## src/logic/soc_pkg.sv

```systemverilog
package soc_pkg;

	// ----------------------------------------
	// CSR bus geometry
	// ----------------------------------------
	localparam int unsigned CSR_ADDR_W = 14;
	localparam int unsigned CSR_BANK_W = 4;
	localparam int unsigned CSR_REG_W  = CSR_ADDR_W - CSR_BANK_W;
	localparam int unsigned CSR_DATA_W = 32;

	// Wishbone side of the bridge
	localparam int unsigned WB_ADDR_W = 32;
	localparam int unsigned WB_SEL_W  = CSR_DATA_W / 8;

	typedef logic [CSR_REG_W-1:0] csr_reg_t;

	typedef struct packed {
		logic [CSR_BANK_W-1:0] bank;
		csr_reg_t              idx;
	} csr_field_t;

	// Flat word address for the bridge, bank/register split for the banks
	typedef union packed {
		logic [CSR_ADDR_W-1:0] flat;
		csr_field_t            field;
	} csr_addr_u;

	typedef struct packed {
		csr_addr_u             addr;
		logic                  we;
		logic [CSR_DATA_W-1:0] wdata;
	} csr_req_t;

	typedef struct packed {
		logic [WB_ADDR_W-1:0]  adr;
		logic [CSR_DATA_W-1:0] dat;
		logic [WB_SEL_W-1:0]   sel;
		logic                  we;
		logic                  cyc;
		logic                  stb;
	} wb_req_t;

	typedef struct packed {
		logic [CSR_DATA_W-1:0] dat;
		logic                  ack;
	} wb_rsp_t;

	// ----------------------------------------
	// System controller register map
	// ----------------------------------------
	localparam logic [CSR_BANK_W-1:0] SYSCTL_BANK = 4'd1;

	localparam csr_reg_t REG_GPIO_IN    = 10'd0;
	localparam csr_reg_t REG_GPIO_OUT   = 10'd1;
	localparam csr_reg_t REG_GPIO_IRQEN = 10'd2;
	localparam csr_reg_t REG_T0_CTRL    = 10'd4;
	localparam csr_reg_t REG_T0_CMP     = 10'd5;
	localparam csr_reg_t REG_T0_CNT     = 10'd6;
	localparam csr_reg_t REG_T1_CTRL    = 10'd8;
	localparam csr_reg_t REG_T1_CMP     = 10'd9;
	localparam csr_reg_t REG_T1_CNT     = 10'd10;
	localparam csr_reg_t REG_CAPS       = 10'd14;
	localparam csr_reg_t REG_SYSID      = 10'd15;

	// Timer control word
	localparam int unsigned TCTRL_EN_BIT = 0;
	localparam int unsigned TCTRL_AR_BIT = 1;

	// Interrupt vector, positions as on the full SoC
	localparam int unsigned IRQ_W      = 32;
	localparam int unsigned IRQ_GPIO   = 2;
	localparam int unsigned IRQ_TIMER0 = 3;
	localparam int unsigned IRQ_TIMER1 = 4;

	// Bit 0 GPIO, bit 1 timers
	localparam logic [CSR_DATA_W-1:0] SOC_CAPABILITIES = 32'h0000_0003;

endpackage
```

## src/logic/soc_top.sv

```systemverilog
module soc_top
	import soc_pkg::*;
#(
	parameter int unsigned           RST_DEBOUNCE_W = 10,
	parameter int unsigned           FLASH_RST_W    = 8,
	parameter logic [CSR_DATA_W-1:0] SYSTEM_ID      = 32'h4D4F_4E45,
	parameter int unsigned           N_GPIO_IN      = 3,
	parameter int unsigned           N_GPIO_OUT     = 2
) (
	input  logic                  sys_clk,
	input  logic                  trigger_reset,
	input  wb_req_t               wb_req_i,
	output wb_rsp_t               wb_rsp_o,
	input  logic [N_GPIO_IN-1:0]  btn_i,
	output logic [N_GPIO_OUT-1:0] led_o,
	output logic [IRQ_W-1:0]      irq_o,
	output logic                  flash_rst_n_o,
	output logic                  periph_rst_n_o
);

	logic                  sys_rst;
	logic                  hard_reset;
	csr_req_t              csr_req;
	logic [CSR_DATA_W-1:0] csr_rdata;
	logic [CSR_DATA_W-1:0] sysctl_rdata;
	logic                  gpio_irq;
	logic                  timer0_irq;
	logic                  timer1_irq;

	// ----------------------------------------
	// Reset chain
	// ----------------------------------------
	soc_reset_gen #(
		.RST_DEBOUNCE_W (RST_DEBOUNCE_W),
		.FLASH_RST_W    (FLASH_RST_W)
	) u_reset_gen (
		.sys_clk        (sys_clk),
		.trigger_reset  (trigger_reset),
		.hard_reset_i   (hard_reset),
		.buttons_i      (btn_i[2:0]),
		.sys_rst_o      (sys_rst),
		.flash_rst_n_o  (flash_rst_n_o),
		.periph_rst_n_o (periph_rst_n_o)
	);

	// Bank read data is the OR of all banks, only sysctl is left
	assign csr_rdata = sysctl_rdata;

	csr_bridge u_csr_bridge (
		.sys_clk     (sys_clk),
		.sys_rst_i   (sys_rst),
		.wb_req_i    (wb_req_i),
		.wb_rsp_o    (wb_rsp_o),
		.csr_req_o   (csr_req),
		.csr_rdata_i (csr_rdata)
	);

	sysctl #(
		.SYSTEM_ID    (SYSTEM_ID),
		.N_GPIO_IN    (N_GPIO_IN),
		.N_GPIO_OUT   (N_GPIO_OUT)
	) u_sysctl (
		.sys_clk      (sys_clk),
		.sys_rst_i    (sys_rst),
		.csr_req_i    (csr_req),
		.csr_rdata_o  (sysctl_rdata),
		.gpio_in_i    (btn_i),
		.gpio_out_o   (led_o),
		.gpio_irq_o   (gpio_irq),
		.timer0_irq_o (timer0_irq),
		.timer1_irq_o (timer1_irq),
		.hard_reset_o (hard_reset)
	);

	// Interrupt vector, dropped sources stay zero
	always_comb begin
		irq_o             = '0;
		irq_o[IRQ_GPIO]   = gpio_irq;
		irq_o[IRQ_TIMER0] = timer0_irq;
		irq_o[IRQ_TIMER1] = timer1_irq;
	end

endmodule

```

## src/logic/sysctl.sv

```systemverilog
module sysctl
	import soc_pkg::*;
#(
	parameter logic [CSR_DATA_W-1:0] SYSTEM_ID  = 32'h0,
	parameter int unsigned           N_GPIO_IN  = 3,
	parameter int unsigned           N_GPIO_OUT = 2
) (
	input  logic                  sys_clk,
	input  logic                  sys_rst_i,
	input  csr_req_t              csr_req_i,
	output logic [CSR_DATA_W-1:0] csr_rdata_o,
	input  logic [N_GPIO_IN-1:0]  gpio_in_i,
	output logic [N_GPIO_OUT-1:0] gpio_out_o,
	output logic                  gpio_irq_o,
	output logic                  timer0_irq_o,
	output logic                  timer1_irq_o,
	output logic                  hard_reset_o
);

	logic                  sel;
	logic                  wr;
	csr_reg_t              idx;
	logic [N_GPIO_IN-1:0]  gpio_meta_q;
	logic [N_GPIO_IN-1:0]  gpio_sync_q;
	logic [N_GPIO_IN-1:0]  gpio_prev_q;
	logic [N_GPIO_IN-1:0]  irqen_q;
	logic [N_GPIO_OUT-1:0] gpio_out_q;
	logic                  gpio_irq_q;
	logic                  hard_reset_q;
	logic [CSR_DATA_W-1:0] rdata_q;
	logic [1:0]            t0_ctrl;
	logic [1:0]            t1_ctrl;
	logic [CSR_DATA_W-1:0] t0_cmp;
	logic [CSR_DATA_W-1:0] t1_cmp;
	logic [CSR_DATA_W-1:0] t0_cnt;
	logic [CSR_DATA_W-1:0] t1_cnt;

	assign sel = (csr_req_i.addr.field.bank == SYSCTL_BANK);
	assign idx = csr_req_i.addr.field.idx;
	assign wr  = sel && csr_req_i.we;

	// ----------------------------------------
	// GPIO
	// ----------------------------------------
	always_ff @(posedge sys_clk) begin
		gpio_meta_q <= gpio_in_i;
		gpio_sync_q <= gpio_meta_q;
		gpio_prev_q <= gpio_sync_q;
	end

	always_ff @(posedge sys_clk) begin
		if (sys_rst_i) begin
			gpio_out_q   <= '0;
			irqen_q      <= '0;
			gpio_irq_q   <= 1'b0;
			hard_reset_q <= 1'b0;
		end else begin
			// Any edge on an enabled input
			gpio_irq_q   <= |((gpio_sync_q ^ gpio_prev_q) & irqen_q);
			hard_reset_q <= wr && (idx == REG_SYSID);
			if (wr && (idx == REG_GPIO_OUT)) begin
				gpio_out_q <= csr_req_i.wdata[N_GPIO_OUT-1:0];
			end
			if (wr && (idx == REG_GPIO_IRQEN)) begin
				irqen_q <= csr_req_i.wdata[N_GPIO_IN-1:0];
			end
		end
	end

	// Timers
	sysctl_timer u_timer0 (
		.sys_clk   (sys_clk),
		.sys_rst_i (sys_rst_i),
		.ctrl_we_i (wr && (idx == REG_T0_CTRL)),
		.cmp_we_i  (wr && (idx == REG_T0_CMP)),
		.cnt_we_i  (wr && (idx == REG_T0_CNT)),
		.wdata_i   (csr_req_i.wdata),
		.ctrl_o    (t0_ctrl),
		.cmp_o     (t0_cmp),
		.cnt_o     (t0_cnt),
		.irq_o     (timer0_irq_o)
	);

	sysctl_timer u_timer1 (
		.sys_clk   (sys_clk),
		.sys_rst_i (sys_rst_i),
		.ctrl_we_i (wr && (idx == REG_T1_CTRL)),
		.cmp_we_i  (wr && (idx == REG_T1_CMP)),
		.cnt_we_i  (wr && (idx == REG_T1_CNT)),
		.wdata_i   (csr_req_i.wdata),
		.ctrl_o    (t1_ctrl),
		.cmp_o     (t1_cmp),
		.cnt_o     (t1_cnt),
		.irq_o     (timer1_irq_o)
	);

	// ----------------------------------------
	// Read mux, zero when another bank is addressed
	// ----------------------------------------
	always_ff @(posedge sys_clk) begin
		if (sys_rst_i || !sel) begin
			rdata_q <= '0;
		end else begin
			case (idx)
				REG_GPIO_IN:    rdata_q <= CSR_DATA_W'(gpio_sync_q);
				REG_GPIO_OUT:   rdata_q <= CSR_DATA_W'(gpio_out_q);
				REG_GPIO_IRQEN: rdata_q <= CSR_DATA_W'(irqen_q);
				REG_T0_CTRL:    rdata_q <= CSR_DATA_W'(t0_ctrl);
				REG_T0_CMP:     rdata_q <= t0_cmp;
				REG_T0_CNT:     rdata_q <= t0_cnt;
				REG_T1_CTRL:    rdata_q <= CSR_DATA_W'(t1_ctrl);
				REG_T1_CMP:     rdata_q <= t1_cmp;
				REG_T1_CNT:     rdata_q <= t1_cnt;
				REG_CAPS:       rdata_q <= SOC_CAPABILITIES;
				REG_SYSID:      rdata_q <= SYSTEM_ID;
				default:        rdata_q <= '0;
			endcase
		end
	end

	assign csr_rdata_o  = rdata_q;
	assign gpio_out_o   = gpio_out_q;
	assign gpio_irq_o   = gpio_irq_q;
	assign hard_reset_o = hard_reset_q;

endmodule

```

## src/logic/sysctl_timer.sv

```systemverilog
module sysctl_timer
	import soc_pkg::*;
(
	input  logic                  sys_clk,
	input  logic                  sys_rst_i,
	input  logic                  ctrl_we_i,
	input  logic                  cmp_we_i,
	input  logic                  cnt_we_i,
	input  logic [CSR_DATA_W-1:0] wdata_i,
	output logic [1:0]            ctrl_o,
	output logic [CSR_DATA_W-1:0] cmp_o,
	output logic [CSR_DATA_W-1:0] cnt_o,
	output logic                  irq_o
);

	logic [1:0]            ctrl_q;
	logic [CSR_DATA_W-1:0] cmp_q;
	logic [CSR_DATA_W-1:0] cnt_q;
	logic                  irq_q;
	logic                  enabled;
	logic                  autorestart;
	logic                  hit;

	assign enabled     = ctrl_q[TCTRL_EN_BIT];
	assign autorestart = ctrl_q[TCTRL_AR_BIT];
	assign hit         = enabled && (cnt_q == cmp_q);

	// ----------------------------------------
	// Control and interrupt
	// ----------------------------------------
	always_ff @(posedge sys_clk) begin
		if (sys_rst_i) begin
			ctrl_q <= '0;
			irq_q  <= 1'b0;
		end else begin
			irq_q <= hit;
			if (ctrl_we_i) begin
				ctrl_q <= wdata_i[1:0];
			end else if (hit && !autorestart) begin
				// One-shot, stop and keep the count at compare
				ctrl_q[TCTRL_EN_BIT] <= 1'b0;
			end
		end
	end

	// Counter and compare value
	always_ff @(posedge sys_clk) begin
		if (sys_rst_i) begin
			cmp_q <= '0;
			cnt_q <= '0;
		end else begin
			if (cmp_we_i) begin
				cmp_q <= wdata_i;
			end
			if (cnt_we_i) begin
				cnt_q <= wdata_i;
			end else if (hit) begin
				if (autorestart) begin
					cnt_q <= '0;
				end
			end else if (enabled) begin
				cnt_q <= cnt_q + 1'b1;
			end
		end
	end

	assign ctrl_o = ctrl_q;
	assign cmp_o  = cmp_q;
	assign cnt_o  = cnt_q;
	assign irq_o  = irq_q;

endmodule

```

## src/logic/csr_bridge.sv

```systemverilog
module csr_bridge
	import soc_pkg::*;
(
	input  logic                  sys_clk,
	input  logic                  sys_rst_i,
	input  wb_req_t               wb_req_i,
	output wb_rsp_t               wb_rsp_o,
	output csr_req_t              csr_req_o,
	input  logic [CSR_DATA_W-1:0] csr_rdata_i
);

	typedef enum logic [1:0] {
		ST_IDLE,
		ST_READ,
		ST_ACK
	} state_t;

	state_t                state_q;
	logic                  ack_q;
	logic                  we_q;
	logic [CSR_ADDR_W-1:0] addr_q;
	logic [CSR_DATA_W-1:0] wdata_q;
	logic [CSR_DATA_W-1:0] rdata_q;
	logic                  start;

	// No new cycle while ack is still out, the master drops stb one cycle later
	assign start = (state_q == ST_IDLE) && wb_req_i.cyc && wb_req_i.stb && !ack_q;

	// ----------------------------------------
	// Sequencer
	// ----------------------------------------
	always_ff @(posedge sys_clk) begin
		if (sys_rst_i) begin
			state_q <= ST_IDLE;
			ack_q   <= 1'b0;
			we_q    <= 1'b0;
		end else begin
			ack_q <= 1'b0;
			we_q  <= 1'b0;
			case (state_q)
				ST_IDLE: begin
					if (start) begin
						we_q    <= wb_req_i.we;
						state_q <= ST_READ;
					end
				end
				ST_READ: state_q <= ST_ACK;
				ST_ACK: begin
					ack_q   <= 1'b1;
					state_q <= ST_IDLE;
				end
				default: state_q <= ST_IDLE;
			endcase
		end
	end

	// Word address and write data, held until the next cycle
	always_ff @(posedge sys_clk) begin
		if (start) begin
			addr_q  <= wb_req_i.adr[CSR_ADDR_W+1:2];
			wdata_q <= wb_req_i.dat;
		end
		// Bank data is registered, valid here for the held address
		if (state_q == ST_ACK) begin
			rdata_q <= csr_rdata_i;
		end
	end

	assign csr_req_o.addr.flat = addr_q;
	assign csr_req_o.we        = we_q;
	assign csr_req_o.wdata     = wdata_q;

	assign wb_rsp_o.dat = rdata_q;
	assign wb_rsp_o.ack = ack_q;

endmodule

```

## src/logic/soc_reset_gen.sv

```systemverilog
module soc_reset_gen #(
	parameter int unsigned RST_DEBOUNCE_W = 10,
	parameter int unsigned FLASH_RST_W    = 8
) (
	input  logic       sys_clk,
	input  logic       trigger_reset,
	input  logic       hard_reset_i,
	input  logic [2:0] buttons_i,
	output logic       sys_rst_o,
	output logic       flash_rst_n_o,
	output logic       periph_rst_n_o
);

	logic                      trigger_q;
	logic [RST_DEBOUNCE_W-1:0] debounce_q;
	logic [FLASH_RST_W-1:0]    flash_cnt_q;
	logic                      sys_rst_q;

	// External reset, software request or all three buttons held
	always_ff @(posedge sys_clk) begin
		trigger_q <= trigger_reset | hard_reset_i | (&buttons_i);
	end

	// ----------------------------------------
	// Debounce counter for the system reset
	// ----------------------------------------
	always_ff @(posedge sys_clk) begin
		if (trigger_q) begin
			debounce_q <= '1;
		end else if (debounce_q != '0) begin
			debounce_q <= debounce_q - 1'b1;
		end
		sys_rst_q <= trigger_q | (debounce_q != '0);
	end

	// Flash leaves reset early, the top bit sets after half the range
	always_ff @(posedge sys_clk) begin
		if (trigger_q) begin
			flash_cnt_q <= '0;
		end else if (!flash_cnt_q[FLASH_RST_W-1]) begin
			flash_cnt_q <= flash_cnt_q + 1'b1;
		end
	end

	assign sys_rst_o      = sys_rst_q;
	assign periph_rst_n_o = ~sys_rst_q;
	assign flash_rst_n_o  = flash_cnt_q[FLASH_RST_W-1];

endmodule

```

## config.mk

```make
export PLATFORM = sky130hd
export DESIGN_NAME = soc_top
export DESIGN_NICKNAME = d
export VERILOG_FILES = /design/src/logic/soc_pkg.sv /design/src/logic/soc_top.sv /design/src/logic/sysctl.sv /design/src/logic/sysctl_timer.sv /design/src/logic/csr_bridge.sv /design/src/logic/soc_reset_gen.sv
export SDC_FILE = /design/constraint.sdc
export NUM_CORES = 1
export LEC_CHECK = 0
export ABC_AREA = 1
export BUFFER_PORTS_ARGS = -buffer_cell sky130_fd_sc_hd__buf_2
export CAP_MARGIN = 30
export CORE_UTILIZATION = 29
export CTS_BUF_LIST = sky130_fd_sc_hd__clkbuf_2
export DETAILED_ROUTE_END_ITERATION = 12
export GPL_TIMING_DRIVEN = 0
export PLACE_DENSITY = 0.44
export SLEW_MARGIN = 20
export SYNTH_ARGS = -nofsm -noshare
export SYNTH_HDL_FRONTEND = slang
export SYNTH_SLANG_ARGS = --single-unit
export TNS_END_PERCENT = 100
```

## constraint.sdc

```tcl
create_clock -name sys_clk -period 6.6 [get_ports sys_clk]
set_input_delay 0 -clock sys_clk [delete_from_list [all_inputs] [get_ports sys_clk]]
set_output_delay 0 -clock sys_clk [all_outputs]
set_load 0.02 [all_outputs]
```

==> qor.csv, run 1 <==
metric,value,unit
status,"complete, no violations",
layout filler cell count,5571,
clk slew on worst S/H paths,110,ps
setup violators final,0,
overall die height,228,µm
effective utilization at floorplan,29.4,%
width of the chip,228,µm
clock insertion delay at the later pin of the skew report,1110,ps
final worst-path cycle share,48.3,%
"count of placed standard cells in the final layout, fillers left out",3112,
setup slack of the critical path after layout,3410,ps
Antenna Violating Nets Remaining,0,
fraction of synthesized cell area in xor and xnor cells,4.32,%
wire length of the first global-routing pass,88200,µm
adder-cell share of the synthesized area,0.338,%
class of the most critical hold timing path,input pin to flip-flop,
sequential-to-total area share from yosys stat,43.7,%
power per unit of standard cell area,182,mW/mm²
number of antenna violations at the first check in global routing,3,
kind of launch point of the worst setup path,flip-flop,
vias,15000,
Post-Synth Simple-Gate Area,30.3,%
leading post-synthesis cells by cell area,"dfxtp_1, edfxtp_1, nand2_1",
library cell appearing most often on the critical path,clkbuf_1,
area taken by flip-flops and latches,0.00647,mm²
Compound-Gate Fraction of Synth Area,11.3,%
cell type with the largest total area after synthesis,dfxtp_1,
Placer Congestion,0.964,
mean routed wirelength per cell,19.1,µm
buffer levels on the longest clock path,3,
Crit. End Element,output pin,
combinational family with the most area after synthesis,simple AND/OR/NAND/NOR gates,
DRC Markers,0,
cell at the slowest stage of the critical path,clkbuf_1,
mean number of vias per cell,4.81,
Setup Crit Path Kind,flip-flop to output pin,
Final Core Density,36.1,%
hold bufs inserted after CTS,110,
YS warnings,0,
number of instances in the synthesized netlist,2049,
shortest clock period the worst path allows after layout,3190,ps
clock tree from TritonCTS,done,
cell-by-cell listing of the critical path,inv_1 > clkbuf_1 > clkbuf_1 > buf_8 > buf_2,
total number of nets in the final design,2453,
WP data arrival,3190,ps
Mapped Avg Cell Area,7.22,µm²
R2R Setup Slk,3670,ps
Clock Skews,133,ps
slew at the pin closest to its max-slew limit,880,ps
num rows,82,
starting DRC count in detailed routing,1341,
placed cell count,2850,
final max-slew violation count,0,
fin area,0.0182,mm²
"commonest cells after routing, fill and taps aside","nand2_1, nor2_1, dfxtp_1",
maximum resistive drop on vdd,0.0923,mV
multi-input logic area,0.00696,mm²
"Hold Violations, Final",0,
full die area,0.0519,mm²
area fraction of the dominant cell type after synthesis,27.9,%
mux cell area share after synthesis,0,%
relative slew slack,41.3,%
pin count of the biggest net entering global routing,28,
cells resized by post-CTS repair,0,
IO buf count,93,
share of post-route cells with drive strength above 1,15.3,%
DP Worst Slack,3780,ps
CP required,6600,ps
Netlist Area Pre-Place,0.0148,mm²
P&R area growth vs syn,22.8,%
stage delay of the slowest cell on the critical path,660,ps
DP Wirelength,45800,µm
Initial DRT Pass Iterations,6,
maximum fanout along the worst path,10,
root cell of the clock tree,clkbuf_2,
most frequent standard cell in the layout excluding fill and tap cells,nand2_1,
static leakage,7.81,nW
Max Fclk,0.314,GHz
sum of overflow across all layers after global routing,0,
number of buffers created by CTS,82,
maximum capacitance violations,0,
Synth Register Bits,284,
placeable core region,0.0503,mm²
"Cell Area, Placed",0.0163,mm²
"sum of internal, switching and leakage power",3.31,mW
Bufs and invs on worst path,5,
I/O pin count,145,
vias in the first global route,14300,
cell class contributing the biggest share of worst-path delay,buffers and inverters,
number of H-tree levels,3,
number of buffers inserted by post-CTS setup repair,0,
number of different library cells in the post-synthesis netlist,55,
unrepaired setup endpoints after global routing,false,
total number of clock tree sinks,284,
total detailed-routing wirelength,59600,µm
total global routing track utilization,22.7,%
final timing paths:
check                                             start                        to  depth (start not counted)
worst max-delay path              u_reset_gen.sys_rst_o            periph_rst_n_o                          5
worst min-delay path                       wb_req_i[38]  u_csr_bridge.wdata_q[31]                          3
worst max register to register   u_csr_bridge.addr_q[1]   u_sysctl.csr_rdata_o[5]                          9
worst min register to register  u_sysctl.gpio_meta_q[2]   u_sysctl.gpio_sync_q[2]                          0
metrics by stage:
stage                     setup TNS (ps)  hold slack (ps)
after floorplan                        0             27.7
after global placement            -19160              119
after detailed placement               0              120
after CTS                              0             19.7
after global routing                   0             19.3
final                                  0              124
flip-flops by register name, indices dropped and copies added, names as in the netlist, 3 cells and up:
register                 count
u_sysctl.irqen_q             3
u_sysctl.gpio_prev_q         3
u_sysctl.u_timer0.cnt_o     32
u_csr_bridge.addr_q         14
u_sysctl.u_timer1.cnt_o     32
u_sysctl.u_timer1.cmp_o     32
u_reset_gen.flash_cnt_q      8
u_csr_bridge.wdata_q        32
u_sysctl.csr_rdata_o        32
u_sysctl.u_timer0.cmp_o     32
u_sysctl.gpio_sync_q         3
u_sysctl.gpio_meta_q         3
u_reset_gen.debounce_q      10
u_csr_bridge.rdata_q        32
cell type report:
cell class	count	share of cell area [%]
multi-input combinational	1457	38.3
antenna	5	0.0689
tap	672	4.63
timing repair buffer	212	9.17
sequential	284	35.6
clock inverter	31	0.916
clock buffer	115	3.17
inverter	213	4.41
buffer	123	3.73
metal layers:
layer  up-vias  share of wire (%)  wire length, µm  track usage, %
li1       7311                  -                -               -
met1      6992                 46            27500            30.8
met2       546                 44            26300            35.2
met3       114                6.6             3930            5.30
met4         2                3.1             1830            8.07
met5         -              0.022               13               0
synth_stat cells (all sizes together):
| library cell | n |
|---|---|
| o221ai | 13 |
| a211oi | 3 |
| nor4 | 5 |
| a22oi | 2 |
| a221oi | 18 |
| a31oi | 3 |
| a22o | 3 |
| a311o | 1 |
| and3 | 3 |
| o41ai | 1 |
| ha | 4 |
| nand4 | 27 |
| a21boi | 3 |
| o21ai | 95 |
| a21oi | 116 |
| xor2 | 42 |
| edfxtp | 78 |
| o211ai | 6 |
| nand3b | 7 |
| nor2 | 297 |
| clkbuf | 45 |
| clkinv | 1 |
| o22ai | 22 |
| xnor2 | 30 |
| nor3b | 1 |
| o2111a | 1 |
| conb | 1 |
| nand3 | 158 |
| inv | 212 |
| o31ai | 1 |
| o21a | 1 |
| nand2 | 529 |
| buf | 78 |
| o2111ai | 1 |
| nor3 | 31 |
| dfxtp | 206 |
| and2 | 4 |
worst register-to-register path: cells and delay by family, from the launching register on:
family / cells / cell delay, ps
simple gates: 3 / 510
compound gates: 2 / 1050
flops: 1 / 340
buf+inv: 4 / 930
cells by family after synthesis:
kind of cell             count (synthesis)
XOR/XNOR                                72
buffers and inverters                  336
adder cells (fa/ha/maj)                  4
other                                    1
AND/OR/NAND/NOR                       1062
AO/OA/AOI/OAI                          290
flip-flops                             284
where the power goes:
part           total [mW]  internal [mW]  leakage (nW)  switching (mW)
combinational       0.123         0.0727          4.82          0.0505
clock                1.35          0.516         0.556           0.837
sequential           1.83           1.80          2.43          0.0303
total                3.31           2.39          7.81           0.918
No activity file was read; power rests on OpenSTA's default activity.
==> run 2, diff against run 1 <==
Settings changed: PLACE_DENSITY 0.44 to 0.46.
Clock period 6.6 ns to 2.6 ns, I/O delays scaled along.
==> qor.csv, run 2 (synthesized netlist as in run 1, its figures left out) <==
metric,value,unit
status,"complete, no violations",
width of the chip,228,µm
maximum fanout along the worst path,10,
Clock Skews,176,ps
mean routed wirelength per cell,19.0,µm
clk slew on worst S/H paths,110,ps
switching pwr,2.36,mW
WP data arrival,3480,ps
Placer Congestion,0.963,
total number of nets in the final design,2445,
maximum resistive drop on vdd,0.291,mV
total global routing track utilization,22.8,%
buffer levels on the longest clock path,3,
most frequent standard cell in the layout excluding fill and tap cells,nand2_1,
unrepaired setup endpoints after global routing,false,
number of buffers created by CTS,83,
total detailed-routing wirelength,59200,µm
static leakage,7.84,nW
pin count of the biggest net entering global routing,28,
CP required,3570,ps
Internal Dissipation,6.17,mW
shortest clock period the worst path allows after layout,2510,ps
wire length of the first global-routing pass,89000,µm
Setup Crit Path Kind,flip-flop to flip-flop,
kind of launch point of the worst setup path,flip-flop,
relative slew slack,40.6,%
root cell of the clock tree,clkbuf_2,
IO buf count,93,
Antenna Violating Nets Remaining,0,
"commonest cells after routing, fill and taps aside","nand2_1, nor2_1, dfxtp_1",
portion of total power attributed to combinational logic,3.7,%
I/O pin count,145,
power per unit of standard cell area,468,mW/mm²
P&R area growth vs syn,23.2,%
share of post-route cells with drive strength above 1,16.0,%
Clk pwr share,41.7,%
Initial DRT Pass Iterations,5,
setup violators final,0,
number of antenna violations at the first check in global routing,2,
vias,15000,
num rows,82,
placeable core region,0.0503,mm²
fin area,0.0182,mm²
starting DRC count in detailed routing,1288,
"Hold Violations, Final",0,
setup slack of the critical path after layout,89.9,ps
"count of placed standard cells in the final layout, fillers left out",3110,
Max Fclk,0.398,GHz
final worst-path cycle share,96.5,%
number of H-tree levels,3,
final max-slew violation count,0,
DP Wirelength,45300,µm
effective utilization at floorplan,29.4,%
worst hold slack,125,ps
sequential share of power,54.7,%
placed cell count,2848,
Crit. End Element,flip-flop,
DRC Markers,0,
sum of overflow across all layers after global routing,0,
mean number of vias per cell,4.83,
Final Core Density,36.2,%
overall die height,228,µm
slew at the pin closest to its max-slew limit,891,ps
full die area,0.0519,mm²
total number of clock tree sinks,284,
switch share,27.6,%
clock tree from TritonCTS,done,
maximum capacitance violations,0,
vias in the first global route,14500,
class of the most critical hold timing path,input pin to flip-flop,
"Cell Area, Placed",0.0163,mm²
DP Worst Slack,-197,ps
clock insertion delay at the later pin of the skew report,1140,ps
[run 2: timing repair]
action	4_1_cts	5_1_grt
resized for setup	6	11
buffers inserted	1	0
endpoints found under the hold margin	98	0
endpoints found under the setup margin	13	70
hold buffers	109	0
[run 2: worst paths after layout]
kind                           startpoint                       to  slack, ps  cells after the start
hold / removal               wb_req_i[13]  u_csr_bridge.wdata_q[6]        130                      3
setup reg to reg   u_csr_bridge.addr_q[1]  u_sysctl.csr_rdata_o[7]         90                      9
setup / recovery   u_csr_bridge.addr_q[1]  u_sysctl.csr_rdata_o[7]         90                      9
hold reg to reg   u_sysctl.gpio_meta_q[1]  u_sysctl.gpio_sync_q[1]        340                      0
[run 2: critical path: stages (launching register included)]
cell and delay [ps]:
edfxtp_1 340, buf_2 190, inv_1 70, nand3_1 210, inv_2 60, nand2_2 220
clkbuf_1 430, o22ai_1 210, a221oi_1 580, nor2_1 160
[run 2: final cells by class]
cell class	count	area [µm²]
Antenna cell	5	12.5
Buffer	117	661
Clock buffer	125	626
Clock inverter	28	154
Fill cell	5466	32100
Inverter	213	806
Multi-Input combinational cell	1457	7000
Sequential cell	284	6470
Tap cell	672	841
Timing Repair Buffer	209	1650
[run 2: power groups by stage]
| stage | clock [mW] | sequential (mW) | combinational (mW) |
|---|---|---|---|
| 2_1_floorplan | 0 | 4.71 | 0.118 |
| 3_3_place_gp | 0 | 4.76 | 0.178 |
| 3_5_place_dp | 0 | 4.76 | 0.187 |
| 4_1_cts | 3.71 | 4.66 | 0.308 |
| 5_1_grt | 3.99 | 4.66 | 0.340 |
| 6_report | 3.55 | 4.66 | 0.312 |
[run 2: per-layer routing]
layer | track usage (%) | vias up | part of all wire (%)
met5 | 0 | - | 0
met4 | 10.7 | 0 | 4.5
met3 | 4.44 | 142 | 7.2
met2 | 34.7 | 605 | 43
met1 | 31.0 | 6953 | 45
li1 | - | 7325 | -
[run 2: metrics by stage]
| step | power [mW] | TNS [ps] |
|---|---|---|
| 6_report | 8.53 | 0 |
| 5_1_grt | 9.00 | 0 |
| 4_1_cts | 8.68 | 0 |
| 2_1_floorplan | 4.83 | 0 |
| 3_3_place_gp | 4.94 | -39350 |
| 3_5_place_dp | 4.95 | -1150 |
